$ cat src/rtl/axi_wr_pkg.sv
`default_nettype none

// widths and counts of the AXI-Lite write channels
package axi_wr_pkg;

  // address passed through to the subordinates unchanged
  localparam int ADDR_W = 20;

  localparam int DATA_W = 16;

  // one strobe bit per data byte
  localparam int STRB_W = (DATA_W + 7) / 8;

  // OKAY, EXOKAY, SLVERR, DECERR
  localparam int RESP_W = 2;

  localparam int NUM_MGR = 3;

endpackage

`default_nettype wire

$ cat src/rtl/grant_pkg.sv
`default_nettype none

// grant encoding shared by arbiter, grant queue and port mux
package grant_pkg;

  // wide enough for every manager index plus the idle code
  localparam int GRANT_W = 2;

  // no manager granted
  localparam logic [GRANT_W-1:0] GRANT_IDLE = '1;

  // accepted writes that may wait for their B response
  localparam int QUEUE_DEPTH = 4;
  localparam int QUEUE_AW = 2;

endpackage

`default_nettype wire

$ cat src/rtl/axi_wr_3to2.sv
`default_nettype none

module axi_wr_3to2 (
  input  wire logic                          axi_clk,
  input  wire logic                          axi_resetn,

  input  wire logic [axi_wr_pkg::ADDR_W-1:0] m0_awaddr,
  input  wire logic                          m0_awvalid,
  output logic                               m0_awready,
  input  wire logic [axi_wr_pkg::DATA_W-1:0] m0_wdata,
  input  wire logic [axi_wr_pkg::STRB_W-1:0] m0_wstrb,
  input  wire logic                          m0_wvalid,
  output logic                               m0_wready,
  output logic      [axi_wr_pkg::RESP_W-1:0] m0_bresp,
  output logic                               m0_bvalid,
  input  wire logic                          m0_bready,

  input  wire logic [axi_wr_pkg::ADDR_W-1:0] m1_awaddr,
  input  wire logic                          m1_awvalid,
  output logic                               m1_awready,
  input  wire logic [axi_wr_pkg::DATA_W-1:0] m1_wdata,
  input  wire logic [axi_wr_pkg::STRB_W-1:0] m1_wstrb,
  input  wire logic                          m1_wvalid,
  output logic                               m1_wready,
  output logic      [axi_wr_pkg::RESP_W-1:0] m1_bresp,
  output logic                               m1_bvalid,
  input  wire logic                          m1_bready,

  input  wire logic [axi_wr_pkg::ADDR_W-1:0] m2_awaddr,
  input  wire logic                          m2_awvalid,
  output logic                               m2_awready,
  input  wire logic [axi_wr_pkg::DATA_W-1:0] m2_wdata,
  input  wire logic [axi_wr_pkg::STRB_W-1:0] m2_wstrb,
  input  wire logic                          m2_wvalid,
  output logic                               m2_wready,
  output logic      [axi_wr_pkg::RESP_W-1:0] m2_bresp,
  output logic                               m2_bvalid,
  input  wire logic                          m2_bready,

  // even addresses
  output logic      [axi_wr_pkg::ADDR_W-1:0] s0_awaddr,
  output logic                               s0_awvalid,
  input  wire logic                          s0_awready,
  output logic      [axi_wr_pkg::DATA_W-1:0] s0_wdata,
  output logic      [axi_wr_pkg::STRB_W-1:0] s0_wstrb,
  output logic                               s0_wvalid,
  input  wire logic                          s0_wready,
  input  wire logic [axi_wr_pkg::RESP_W-1:0] s0_bresp,
  input  wire logic                          s0_bvalid,
  output logic                               s0_bready,

  // odd addresses
  output logic      [axi_wr_pkg::ADDR_W-1:0] s1_awaddr,
  output logic                               s1_awvalid,
  input  wire logic                          s1_awready,
  output logic      [axi_wr_pkg::DATA_W-1:0] s1_wdata,
  output logic      [axi_wr_pkg::STRB_W-1:0] s1_wstrb,
  output logic                               s1_wvalid,
  input  wire logic                          s1_wready,
  input  wire logic [axi_wr_pkg::RESP_W-1:0] s1_bresp,
  input  wire logic                          s1_bvalid,
  output logic                               s1_bready
);

  logic [axi_wr_pkg::NUM_MGR-1:0][axi_wr_pkg::ADDR_W-1:0] mgr_awaddr;
  logic [axi_wr_pkg::NUM_MGR-1:0]                         mgr_awvalid;
  logic [axi_wr_pkg::NUM_MGR-1:0][axi_wr_pkg::DATA_W-1:0] mgr_wdata;
  logic [axi_wr_pkg::NUM_MGR-1:0][axi_wr_pkg::STRB_W-1:0] mgr_wstrb;
  logic [axi_wr_pkg::NUM_MGR-1:0]                         mgr_wvalid;
  logic [axi_wr_pkg::NUM_MGR-1:0]                         mgr_bready;
  logic [axi_wr_pkg::NUM_MGR-1:0]                         odd_addr;

  assign mgr_awaddr  = {m2_awaddr, m1_awaddr, m0_awaddr};
  assign mgr_awvalid = {m2_awvalid, m1_awvalid, m0_awvalid};
  assign mgr_wdata   = {m2_wdata, m1_wdata, m0_wdata};
  assign mgr_wstrb   = {m2_wstrb, m1_wstrb, m0_wstrb};
  assign mgr_wvalid  = {m2_wvalid, m1_wvalid, m0_wvalid};
  assign mgr_bready  = {m2_bready, m1_bready, m0_bready};

  // address bit 0 picks the subordinate
  assign odd_addr = {m2_awaddr[0], m1_awaddr[0], m0_awaddr[0]};

  logic [axi_wr_pkg::NUM_MGR-1:0]                         ch0_awready;
  logic [axi_wr_pkg::NUM_MGR-1:0]                         ch0_wready;
  logic [axi_wr_pkg::NUM_MGR-1:0]                         ch0_bvalid;
  logic [axi_wr_pkg::NUM_MGR-1:0][axi_wr_pkg::RESP_W-1:0] ch0_bresp;
  logic [axi_wr_pkg::NUM_MGR-1:0]                         ch1_awready;
  logic [axi_wr_pkg::NUM_MGR-1:0]                         ch1_wready;
  logic [axi_wr_pkg::NUM_MGR-1:0]                         ch1_bvalid;
  logic [axi_wr_pkg::NUM_MGR-1:0][axi_wr_pkg::RESP_W-1:0] ch1_bresp;

  write_channel ch0 (
    .axi_clk    (axi_clk),
    .axi_resetn (axi_resetn),
    .request    (mgr_awvalid & ~odd_addr),
    .mgr_awaddr (mgr_awaddr),
    .mgr_awvalid(mgr_awvalid),
    .mgr_awready(ch0_awready),
    .mgr_wdata  (mgr_wdata),
    .mgr_wstrb  (mgr_wstrb),
    .mgr_wvalid (mgr_wvalid),
    .mgr_wready (ch0_wready),
    .mgr_bresp  (ch0_bresp),
    .mgr_bvalid (ch0_bvalid),
    .mgr_bready (mgr_bready),
    .sub_awaddr (s0_awaddr),
    .sub_awvalid(s0_awvalid),
    .sub_awready(s0_awready),
    .sub_wdata  (s0_wdata),
    .sub_wstrb  (s0_wstrb),
    .sub_wvalid (s0_wvalid),
    .sub_wready (s0_wready),
    .sub_bresp  (s0_bresp),
    .sub_bvalid (s0_bvalid),
    .sub_bready (s0_bready)
  );

  write_channel ch1 (
    .axi_clk    (axi_clk),
    .axi_resetn (axi_resetn),
    .request    (mgr_awvalid & odd_addr),
    .mgr_awaddr (mgr_awaddr),
    .mgr_awvalid(mgr_awvalid),
    .mgr_awready(ch1_awready),
    .mgr_wdata  (mgr_wdata),
    .mgr_wstrb  (mgr_wstrb),
    .mgr_wvalid (mgr_wvalid),
    .mgr_wready (ch1_wready),
    .mgr_bresp  (ch1_bresp),
    .mgr_bvalid (ch1_bvalid),
    .mgr_bready (mgr_bready),
    .sub_awaddr (s1_awaddr),
    .sub_awvalid(s1_awvalid),
    .sub_awready(s1_awready),
    .sub_wdata  (s1_wdata),
    .sub_wstrb  (s1_wstrb),
    .sub_wvalid (s1_wvalid),
    .sub_wready (s1_wready),
    .sub_bresp  (s1_bresp),
    .sub_bvalid (s1_bvalid),
    .sub_bready (s1_bready)
  );

  // a manager is granted by one channel at a time, so OR is a merge
  assign m0_awready = ch0_awready[0] | ch1_awready[0];
  assign m1_awready = ch0_awready[1] | ch1_awready[1];
  assign m2_awready = ch0_awready[2] | ch1_awready[2];

  assign m0_wready = ch0_wready[0] | ch1_wready[0];
  assign m1_wready = ch0_wready[1] | ch1_wready[1];
  assign m2_wready = ch0_wready[2] | ch1_wready[2];

  assign m0_bvalid = ch0_bvalid[0] | ch1_bvalid[0];
  assign m1_bvalid = ch0_bvalid[1] | ch1_bvalid[1];
  assign m2_bvalid = ch0_bvalid[2] | ch1_bvalid[2];

  assign m0_bresp = ch0_bresp[0] | ch1_bresp[0];
  assign m1_bresp = ch0_bresp[1] | ch1_bresp[1];
  assign m2_bresp = ch0_bresp[2] | ch1_bresp[2];

endmodule

`default_nettype wire

$ cat src/rtl/grant_queue.sv
`default_nettype none

module grant_queue (
  input  wire logic                         axi_clk,
  input  wire logic                         axi_resetn,
  input  wire logic                         push,
  input  wire logic [grant_pkg::GRANT_W-1:0] push_grant,
  input  wire logic                         pop,
  output logic      [grant_pkg::GRANT_W-1:0] resp_grant
);

  logic [grant_pkg::GRANT_W-1:0] mem [grant_pkg::QUEUE_DEPTH];
  logic [grant_pkg::QUEUE_AW-1:0] wr_ptr;
  logic [grant_pkg::QUEUE_AW-1:0] rd_ptr;
  logic [grant_pkg::QUEUE_AW:0]   count;
  logic                           empty;
  logic                           full;
  logic                           do_pop;

  assign empty  = count == '0;
  assign full   = int'(count) == grant_pkg::QUEUE_DEPTH;
  assign do_pop = pop && !empty;

  always_ff @(posedge axi_clk) begin
    if (push) begin
      mem[wr_ptr] <= push_grant;
    end
  end

  always_ff @(posedge axi_clk) begin
    if (!axi_resetn) begin
      wr_ptr <= '0;
      rd_ptr <= '0;
      count  <= '0;
    end else begin
      if (push) begin
        wr_ptr <= wr_ptr + 1'b1;
      end
      if (do_pop) begin
        rd_ptr <= rd_ptr + 1'b1;
      end
      case ({push, do_pop})
        2'b10:   count <= count + 1'b1;
        2'b01:   count <= count - 1'b1;
        default: count <= count;
      endcase
    end
  end

  // oldest accepted write owns the response channel
  assign resp_grant = empty ? grant_pkg::GRANT_IDLE : mem[rd_ptr];

  // more accepted writes in flight than slots would lose a response route
  no_push_when_full: assert property (
    @(posedge axi_clk) disable iff (!axi_resetn)
    !(push && full)
  );

endmodule

`default_nettype wire

$ cat src/rtl/write_arbiter.sv
`default_nettype none

module write_arbiter (
  input  wire logic                          axi_clk,
  input  wire logic                          axi_resetn,
  input  wire logic [axi_wr_pkg::NUM_MGR-1:0] request,
  input  wire logic                          sub_awvalid,
  input  wire logic                          sub_awready,
  input  wire logic                          sub_wvalid,
  input  wire logic                          sub_wready,
  output logic      [grant_pkg::GRANT_W-1:0] req_grant,
  output logic                               accepted
);

  logic                            idle;
  logic                            aw_hs;
  logic                            w_hs;
  logic                            aw_done;
  logic                            w_done;
  logic [axi_wr_pkg::NUM_MGR-1:0]  candidates;
  logic [grant_pkg::GRANT_W-1:0]   next_grant;

  assign idle  = req_grant == grant_pkg::GRANT_IDLE;
  assign aw_hs = sub_awvalid && sub_awready;
  assign w_hs  = sub_wvalid && sub_wready;

  // both halves done, in this cycle or earlier in the same grant
  assign accepted = (aw_done || aw_hs) && (w_done || w_hs);

  always_ff @(posedge axi_clk) begin
    if (!axi_resetn) begin
      aw_done <= 1'b0;
      w_done  <= 1'b0;
    end else if (accepted) begin
      aw_done <= 1'b0;
      w_done  <= 1'b0;
    end else begin
      aw_done <= aw_done || aw_hs;
      w_done  <= w_done || w_hs;
    end
  end

  // the holder drops out of the next choice so others get a turn
  always_comb begin
    candidates = request;
    if (!idle) begin
      candidates[req_grant] = 1'b0;
    end
  end

  always_comb begin
    next_grant = req_grant;
    if (idle || accepted) begin
      next_grant = grant_pkg::GRANT_IDLE;
      // walk down so that manager 0 wins ties
      for (int i = axi_wr_pkg::NUM_MGR - 1; i >= 0; i--) begin
        if (candidates[i]) begin
          next_grant = i[grant_pkg::GRANT_W-1:0];
        end
      end
    end
  end

  always_ff @(posedge axi_clk) begin
    if (!axi_resetn) begin
      req_grant <= grant_pkg::GRANT_IDLE;
    end else begin
      req_grant <= next_grant;
    end
  end

  // an acceptance while idle would queue the idle code as a response route
  no_accept_when_idle: assert property (
    @(posedge axi_clk) disable iff (!axi_resetn)
    idle |-> !accepted
  );

  // a manager keeps the grant until its write is accepted
  grant_held: assert property (
    @(posedge axi_clk) disable iff (!axi_resetn)
    (!idle && !accepted) |=> $stable(req_grant)
  );

endmodule

`default_nettype wire

$ cat src/rtl/write_channel.sv
`default_nettype none

module write_channel (
  input  wire logic                                                 axi_clk,
  input  wire logic                                                 axi_resetn,
  input  wire logic [axi_wr_pkg::NUM_MGR-1:0]                       request,

  input  wire logic [axi_wr_pkg::NUM_MGR-1:0][axi_wr_pkg::ADDR_W-1:0] mgr_awaddr,
  input  wire logic [axi_wr_pkg::NUM_MGR-1:0]                       mgr_awvalid,
  output logic      [axi_wr_pkg::NUM_MGR-1:0]                       mgr_awready,
  input  wire logic [axi_wr_pkg::NUM_MGR-1:0][axi_wr_pkg::DATA_W-1:0] mgr_wdata,
  input  wire logic [axi_wr_pkg::NUM_MGR-1:0][axi_wr_pkg::STRB_W-1:0] mgr_wstrb,
  input  wire logic [axi_wr_pkg::NUM_MGR-1:0]                       mgr_wvalid,
  output logic      [axi_wr_pkg::NUM_MGR-1:0]                       mgr_wready,
  output logic      [axi_wr_pkg::NUM_MGR-1:0][axi_wr_pkg::RESP_W-1:0] mgr_bresp,
  output logic      [axi_wr_pkg::NUM_MGR-1:0]                       mgr_bvalid,
  input  wire logic [axi_wr_pkg::NUM_MGR-1:0]                       mgr_bready,

  output logic      [axi_wr_pkg::ADDR_W-1:0]                        sub_awaddr,
  output logic                                                      sub_awvalid,
  input  wire logic                                                 sub_awready,
  output logic      [axi_wr_pkg::DATA_W-1:0]                        sub_wdata,
  output logic      [axi_wr_pkg::STRB_W-1:0]                        sub_wstrb,
  output logic                                                      sub_wvalid,
  input  wire logic                                                 sub_wready,
  input  wire logic [axi_wr_pkg::RESP_W-1:0]                        sub_bresp,
  input  wire logic                                                 sub_bvalid,
  output logic                                                      sub_bready
);

  logic [grant_pkg::GRANT_W-1:0] req_grant;
  logic [grant_pkg::GRANT_W-1:0] resp_grant;
  logic                          accepted;
  logic                          b_hs;

  // a completed response frees the head of the queue
  assign b_hs = sub_bvalid && sub_bready;

  write_arbiter arb (
    .axi_clk    (axi_clk),
    .axi_resetn (axi_resetn),
    .request    (request),
    .sub_awvalid(sub_awvalid),
    .sub_awready(sub_awready),
    .sub_wvalid (sub_wvalid),
    .sub_wready (sub_wready),
    .req_grant  (req_grant),
    .accepted   (accepted)
  );

  grant_queue queue (
    .axi_clk   (axi_clk),
    .axi_resetn(axi_resetn),
    .push      (accepted),
    .push_grant(req_grant),
    .pop       (b_hs),
    .resp_grant(resp_grant)
  );

  write_port_mux mux (
    .req_grant  (req_grant),
    .resp_grant (resp_grant),
    .mgr_awaddr (mgr_awaddr),
    .mgr_awvalid(mgr_awvalid),
    .mgr_awready(mgr_awready),
    .mgr_wdata  (mgr_wdata),
    .mgr_wstrb  (mgr_wstrb),
    .mgr_wvalid (mgr_wvalid),
    .mgr_wready (mgr_wready),
    .mgr_bresp  (mgr_bresp),
    .mgr_bvalid (mgr_bvalid),
    .mgr_bready (mgr_bready),
    .sub_awaddr (sub_awaddr),
    .sub_awvalid(sub_awvalid),
    .sub_awready(sub_awready),
    .sub_wdata  (sub_wdata),
    .sub_wstrb  (sub_wstrb),
    .sub_wvalid (sub_wvalid),
    .sub_wready (sub_wready),
    .sub_bresp  (sub_bresp),
    .sub_bvalid (sub_bvalid),
    .sub_bready (sub_bready)
  );

endmodule

`default_nettype wire

$ cat src/rtl/write_port_mux.sv
`default_nettype none

module write_port_mux (
  input  wire logic [grant_pkg::GRANT_W-1:0]                        req_grant,
  input  wire logic [grant_pkg::GRANT_W-1:0]                        resp_grant,

  // manager side, one lane per manager
  input  wire logic [axi_wr_pkg::NUM_MGR-1:0][axi_wr_pkg::ADDR_W-1:0] mgr_awaddr,
  input  wire logic [axi_wr_pkg::NUM_MGR-1:0]                       mgr_awvalid,
  output logic      [axi_wr_pkg::NUM_MGR-1:0]                       mgr_awready,
  input  wire logic [axi_wr_pkg::NUM_MGR-1:0][axi_wr_pkg::DATA_W-1:0] mgr_wdata,
  input  wire logic [axi_wr_pkg::NUM_MGR-1:0][axi_wr_pkg::STRB_W-1:0] mgr_wstrb,
  input  wire logic [axi_wr_pkg::NUM_MGR-1:0]                       mgr_wvalid,
  output logic      [axi_wr_pkg::NUM_MGR-1:0]                       mgr_wready,
  output logic      [axi_wr_pkg::NUM_MGR-1:0][axi_wr_pkg::RESP_W-1:0] mgr_bresp,
  output logic      [axi_wr_pkg::NUM_MGR-1:0]                       mgr_bvalid,
  input  wire logic [axi_wr_pkg::NUM_MGR-1:0]                       mgr_bready,

  // subordinate side
  output logic      [axi_wr_pkg::ADDR_W-1:0]                        sub_awaddr,
  output logic                                                      sub_awvalid,
  input  wire logic                                                 sub_awready,
  output logic      [axi_wr_pkg::DATA_W-1:0]                        sub_wdata,
  output logic      [axi_wr_pkg::STRB_W-1:0]                        sub_wstrb,
  output logic                                                      sub_wvalid,
  input  wire logic                                                 sub_wready,
  input  wire logic [axi_wr_pkg::RESP_W-1:0]                        sub_bresp,
  input  wire logic                                                 sub_bvalid,
  output logic                                                      sub_bready
);

  // address and data phases follow the request grant
  always_comb begin
    sub_awaddr  = '0;
    sub_awvalid = 1'b0;
    sub_wdata   = '0;
    sub_wstrb   = '0;
    sub_wvalid  = 1'b0;
    mgr_awready = '0;
    mgr_wready  = '0;
    if (req_grant != grant_pkg::GRANT_IDLE) begin
      sub_awaddr             = mgr_awaddr[req_grant];
      sub_awvalid            = mgr_awvalid[req_grant];
      sub_wdata              = mgr_wdata[req_grant];
      sub_wstrb              = mgr_wstrb[req_grant];
      sub_wvalid             = mgr_wvalid[req_grant];
      mgr_awready[req_grant] = sub_awready;
      mgr_wready[req_grant]  = sub_wready;
    end
  end

  // response phase follows the queue head, which may be an older write
  always_comb begin
    sub_bready = 1'b0;
    mgr_bvalid = '0;
    mgr_bresp  = '0;
    if (resp_grant != grant_pkg::GRANT_IDLE) begin
      sub_bready             = mgr_bready[resp_grant];
      mgr_bvalid[resp_grant] = sub_bvalid;
      mgr_bresp[resp_grant]  = sub_bresp;
    end
  end

endmodule

`default_nettype wire

$ cat config.mk
export PLATFORM = sky130hd
export DESIGN_NAME = axi_wr_3to2
export DESIGN_NICKNAME = d
export VERILOG_FILES = /design/src/rtl/axi_wr_pkg.sv /design/src/rtl/grant_pkg.sv /design/src/rtl/axi_wr_3to2.sv /design/src/rtl/grant_queue.sv /design/src/rtl/write_arbiter.sv /design/src/rtl/write_channel.sv /design/src/rtl/write_port_mux.sv
export SDC_FILE = /design/constraint.sdc
export NUM_CORES = 1
export LEC_CHECK = 0
export CAP_MARGIN = 20
export CORE_AREA = 2 2 89 91
export DETAILED_ROUTE_END_ITERATION = 12
export DIE_AREA = 0 0 91 93
export DONT_BUFFER_PORTS = 1
export PLACE_DENSITY = 0.71
export SLEW_MARGIN = 20
export SYNTH_ARGS = -nofsm -noshare
export SYNTH_HDL_FRONTEND = slang
export SYNTH_SLANG_ARGS = --single-unit
$ cat constraint.sdc
create_clock -name axi_clk -period 7.51 [get_ports axi_clk]
set_input_delay 1.1265 -clock axi_clk [delete_from_list [all_inputs] [get_ports axi_clk]]
set_output_delay 1.1265 -clock axi_clk [all_outputs]
set_load 0.03 [all_outputs]
==> metrics.yaml <==
p_sw_mw: 0.3538
skew_ps: 9.567
antennaDiodeCount: 0
critPathKind: "reg2out"
die_area_mm2: 0.008463
ctsHoldBuffers: 0
grt.overflow.total: 0
worstMarginPinSlew_ps: 1189
synth.top_cells.by_area: "mux2i_1, dfxtp_1, edfxtp_1"
max_freq_ghz: 0.2592
p_int_mw: 0.4282
drv_slew: 0
leakage_nw: 1.825
syn_area_per_cell_um2: 7.955
yosys.area_share.simple: 0.1840
fin_crit_sh: 0.5137
yosysWarningCount: 0
ir_worst_vdd_mv: 0.07701
grt_pass1_wl_mm: 18.60
start_kind: "register"
path_clk_slew_ps: 80
ys_seq_area_frac: 0.2517
synth_top_area_frac: 0.2038
grt_max_degree: 51
gp_congestion: 0.8999
layout-drive-gt1-share: 0.05809
area_growth_pct: 4.404
fin_nets: 628
dpl_cell_area_mm2: 0.004043
synth-seq-cells: 42
p_seq_frac: 0.334
synth_top_family_by_area: "multiplexers"
cpPeakStageDelay_ps: 830
synth_top_flop_cell: "dfxtp_1"
drc: 0
core-area_mm2: 0.007527
power.total_mw: 0.7819
synth-xor-area-share: 0.01762
drtIter0Drc: 214
finalSetupViolations: 0
first_global_vias: 3525
hpwl_mm: 9.658
die_w_um: 91
synthesis.nets: 647
htree_levels: 2
clock_latency_ps: 290
die_y_um: 93
synth.mux.area_fraction: 0.2454
ant_nets: 0
postCtsSetupBuffers: 0
drt_wl_total_mm: 12.44
cts_sinks: 42
yosysMostFrequentCell: "nand2_1"
tns_ps: 0
synth_edf_count: 16
path_max_fanout: 42
grt_setup_unrepaired: "false"
synth_fa_ha_area_frac: 0.04656
rows: 32
cts-buffers-inserted: 5
slowest_stage: "nor2_4"
io_buffer_count: 0
detail_route.wl_per_cell_um: 21.30
path_cells: "inv_1 -> nor2_4 -> nand2_1 -> o21ai_0"
cts_resized: 0
synth_compound_area_frac: 0.1997
viasPerCell: 6.467
ys_top_cells_by_count: "nand2_1, o21ai_0, mux2i_1, dfxtp_1, nor2_1"
initial_utilization: 0.5284
pwr-share-clk: 0.222
path_buf_inv: 1
syn-instance-count: 500
status: "finished clean"
synthArstFlopShare: 0
io_pins: 232
synth_area_mm2: 0.003978
power.share.switching: 0.4524
grt_usage: 0.2752
critPathCaptureType: "output pin"
cts_tree: "yes"
cts_root_buf: "clkbuf_8"
final_area_mm2: 0.004153
antenna_found_initial: 0
finalHoldViolCount: 0
arrival_ps: 2730
vias: 3777
fin_crit_ps: 3858
cp_top_family: "simple AND/OR/NAND/NOR gates"
cts_buffer_depth: 2
p_comb_frac: 0.444
synth_area_leader_cell: "mux2i_1"
drtPass1Iterations: 5
cap_violations: 0
min_path_type: "reg2reg"
crit_required_ps: 6380
maxSlewHeadroom: 0.1991
power_density_mw_per_mm2: 188.3
synth_cell_types: 48
## layout by cell type (no fill, tap or decap), types with 5 or more instances in the layout
cell type / n
nand2b_1: 11
a21oi_1: 10
mux2i_1: 81
clkbuf_8: 5
and3_1: 10
inv_1: 22
ha_1: 10
buf_4: 7
dfxtp_1: 24
nor2b_1: 7
o21ai_0: 82
nor2_1: 22
a22o_1: 13
nand2_1: 86
edfxtp_1: 16
## kinds of logic (layout without fill, tap and decap cells)
logic type	count (synthesis)	count (layout)
DFF	42	42
xor gates and xnor gates	8	8
muxes	89	89
and+or+nand+nor	158	158
buffers and inverters	56	38
adders and majority gates	14	14
AOI/OAI and AO/OA	133	133
## state kept, by name (all words and copies together), names as in the netlist, named ones only
register	cells
ch0.arb.aw_done	1
ch1.queue.wr_ptr	2
ch0.arb.req_grant	2
ch1.arb.aw_done	1
ch1.arb.w_done	1
ch1.queue.mem	8
ch1.queue.rd_ptr	2
ch1.queue.count	3
ch0.queue.mem	8
ch0.queue.rd_ptr	2
ch0.arb.w_done	1
ch0.queue.wr_ptr	2
ch1.arb.req_grant	2
ch0.queue.count	3
## worst paths after layout
kind	start	endpoint	slack, ps	cells past startpoint
min reg2reg	ch1.queue.rd_ptr[1]$_SDFFE_PN0P_	ch1.queue.rd_ptr[1]$_SDFFE_PN0P_	490	2
max	ch0.arb.req_grant[1]$_SDFFE_PN1P_	s0_awaddr[10]	3650	4
min	ch1.queue.rd_ptr[1]$_SDFFE_PN0P_	ch1.queue.rd_ptr[1]$_SDFFE_PN0P_	490	2
max reg2reg	ch1.arb.req_grant[0]$_SDFFE_PN1P_	ch1.queue.count[2]$_SDFFE_PN0P_	3710	11
## power by group through the flow
stage               combinational, mW  clock [mW]  sequential (mW)
floorplan                       0.304           0            0.254
global placement                0.340           0            0.265
detailed placement              0.345           0            0.266
CTS                             0.345       0.178            0.261
global route                    0.365       0.186            0.263
finish                          0.347       0.174            0.261
## layer usage
metal / track usage / wire (um) / up-vias
li1: - / - / 1747
met1: 0.3154 / 4514 / 1775
met2: 0.4623 / 5917 / 221
met3: 0.1193 / 1589 / 34
met4: 0.09091 / 417 / 0
met5: 0 / 0 / -
## tightest hold or removal path, delay by kind of cell, from the launching register on
kind | cells | cell delay, ps
AOI/OAI and AO/OA | 2 | 130
DFF | 1 | 310
## stage by stage
stage	util	setup WS, ps	cells	hold WS [ps]
after floorplan	-	4133	500	449.9
after global placement	0.5371	3816	576	463.2
after detailed placement	0.5371	3723	576	478.8
after CTS	0.5517	3711	584	495.4
after global routing	0.5517	3438	584	527.0
final	0.5517	3652	584	488.4
## area by class of cell
type	instances	area, um^2
clock buffers	6	72.57
clock inverters	2	37.54
fillers	740	3374
inverters	23	86.33
multi-input cells	402	2773
flip-flops and latches	42	1003
well taps	102	127.6
repair buffers	7	52.55
Power figures use the tool's default switching activity.
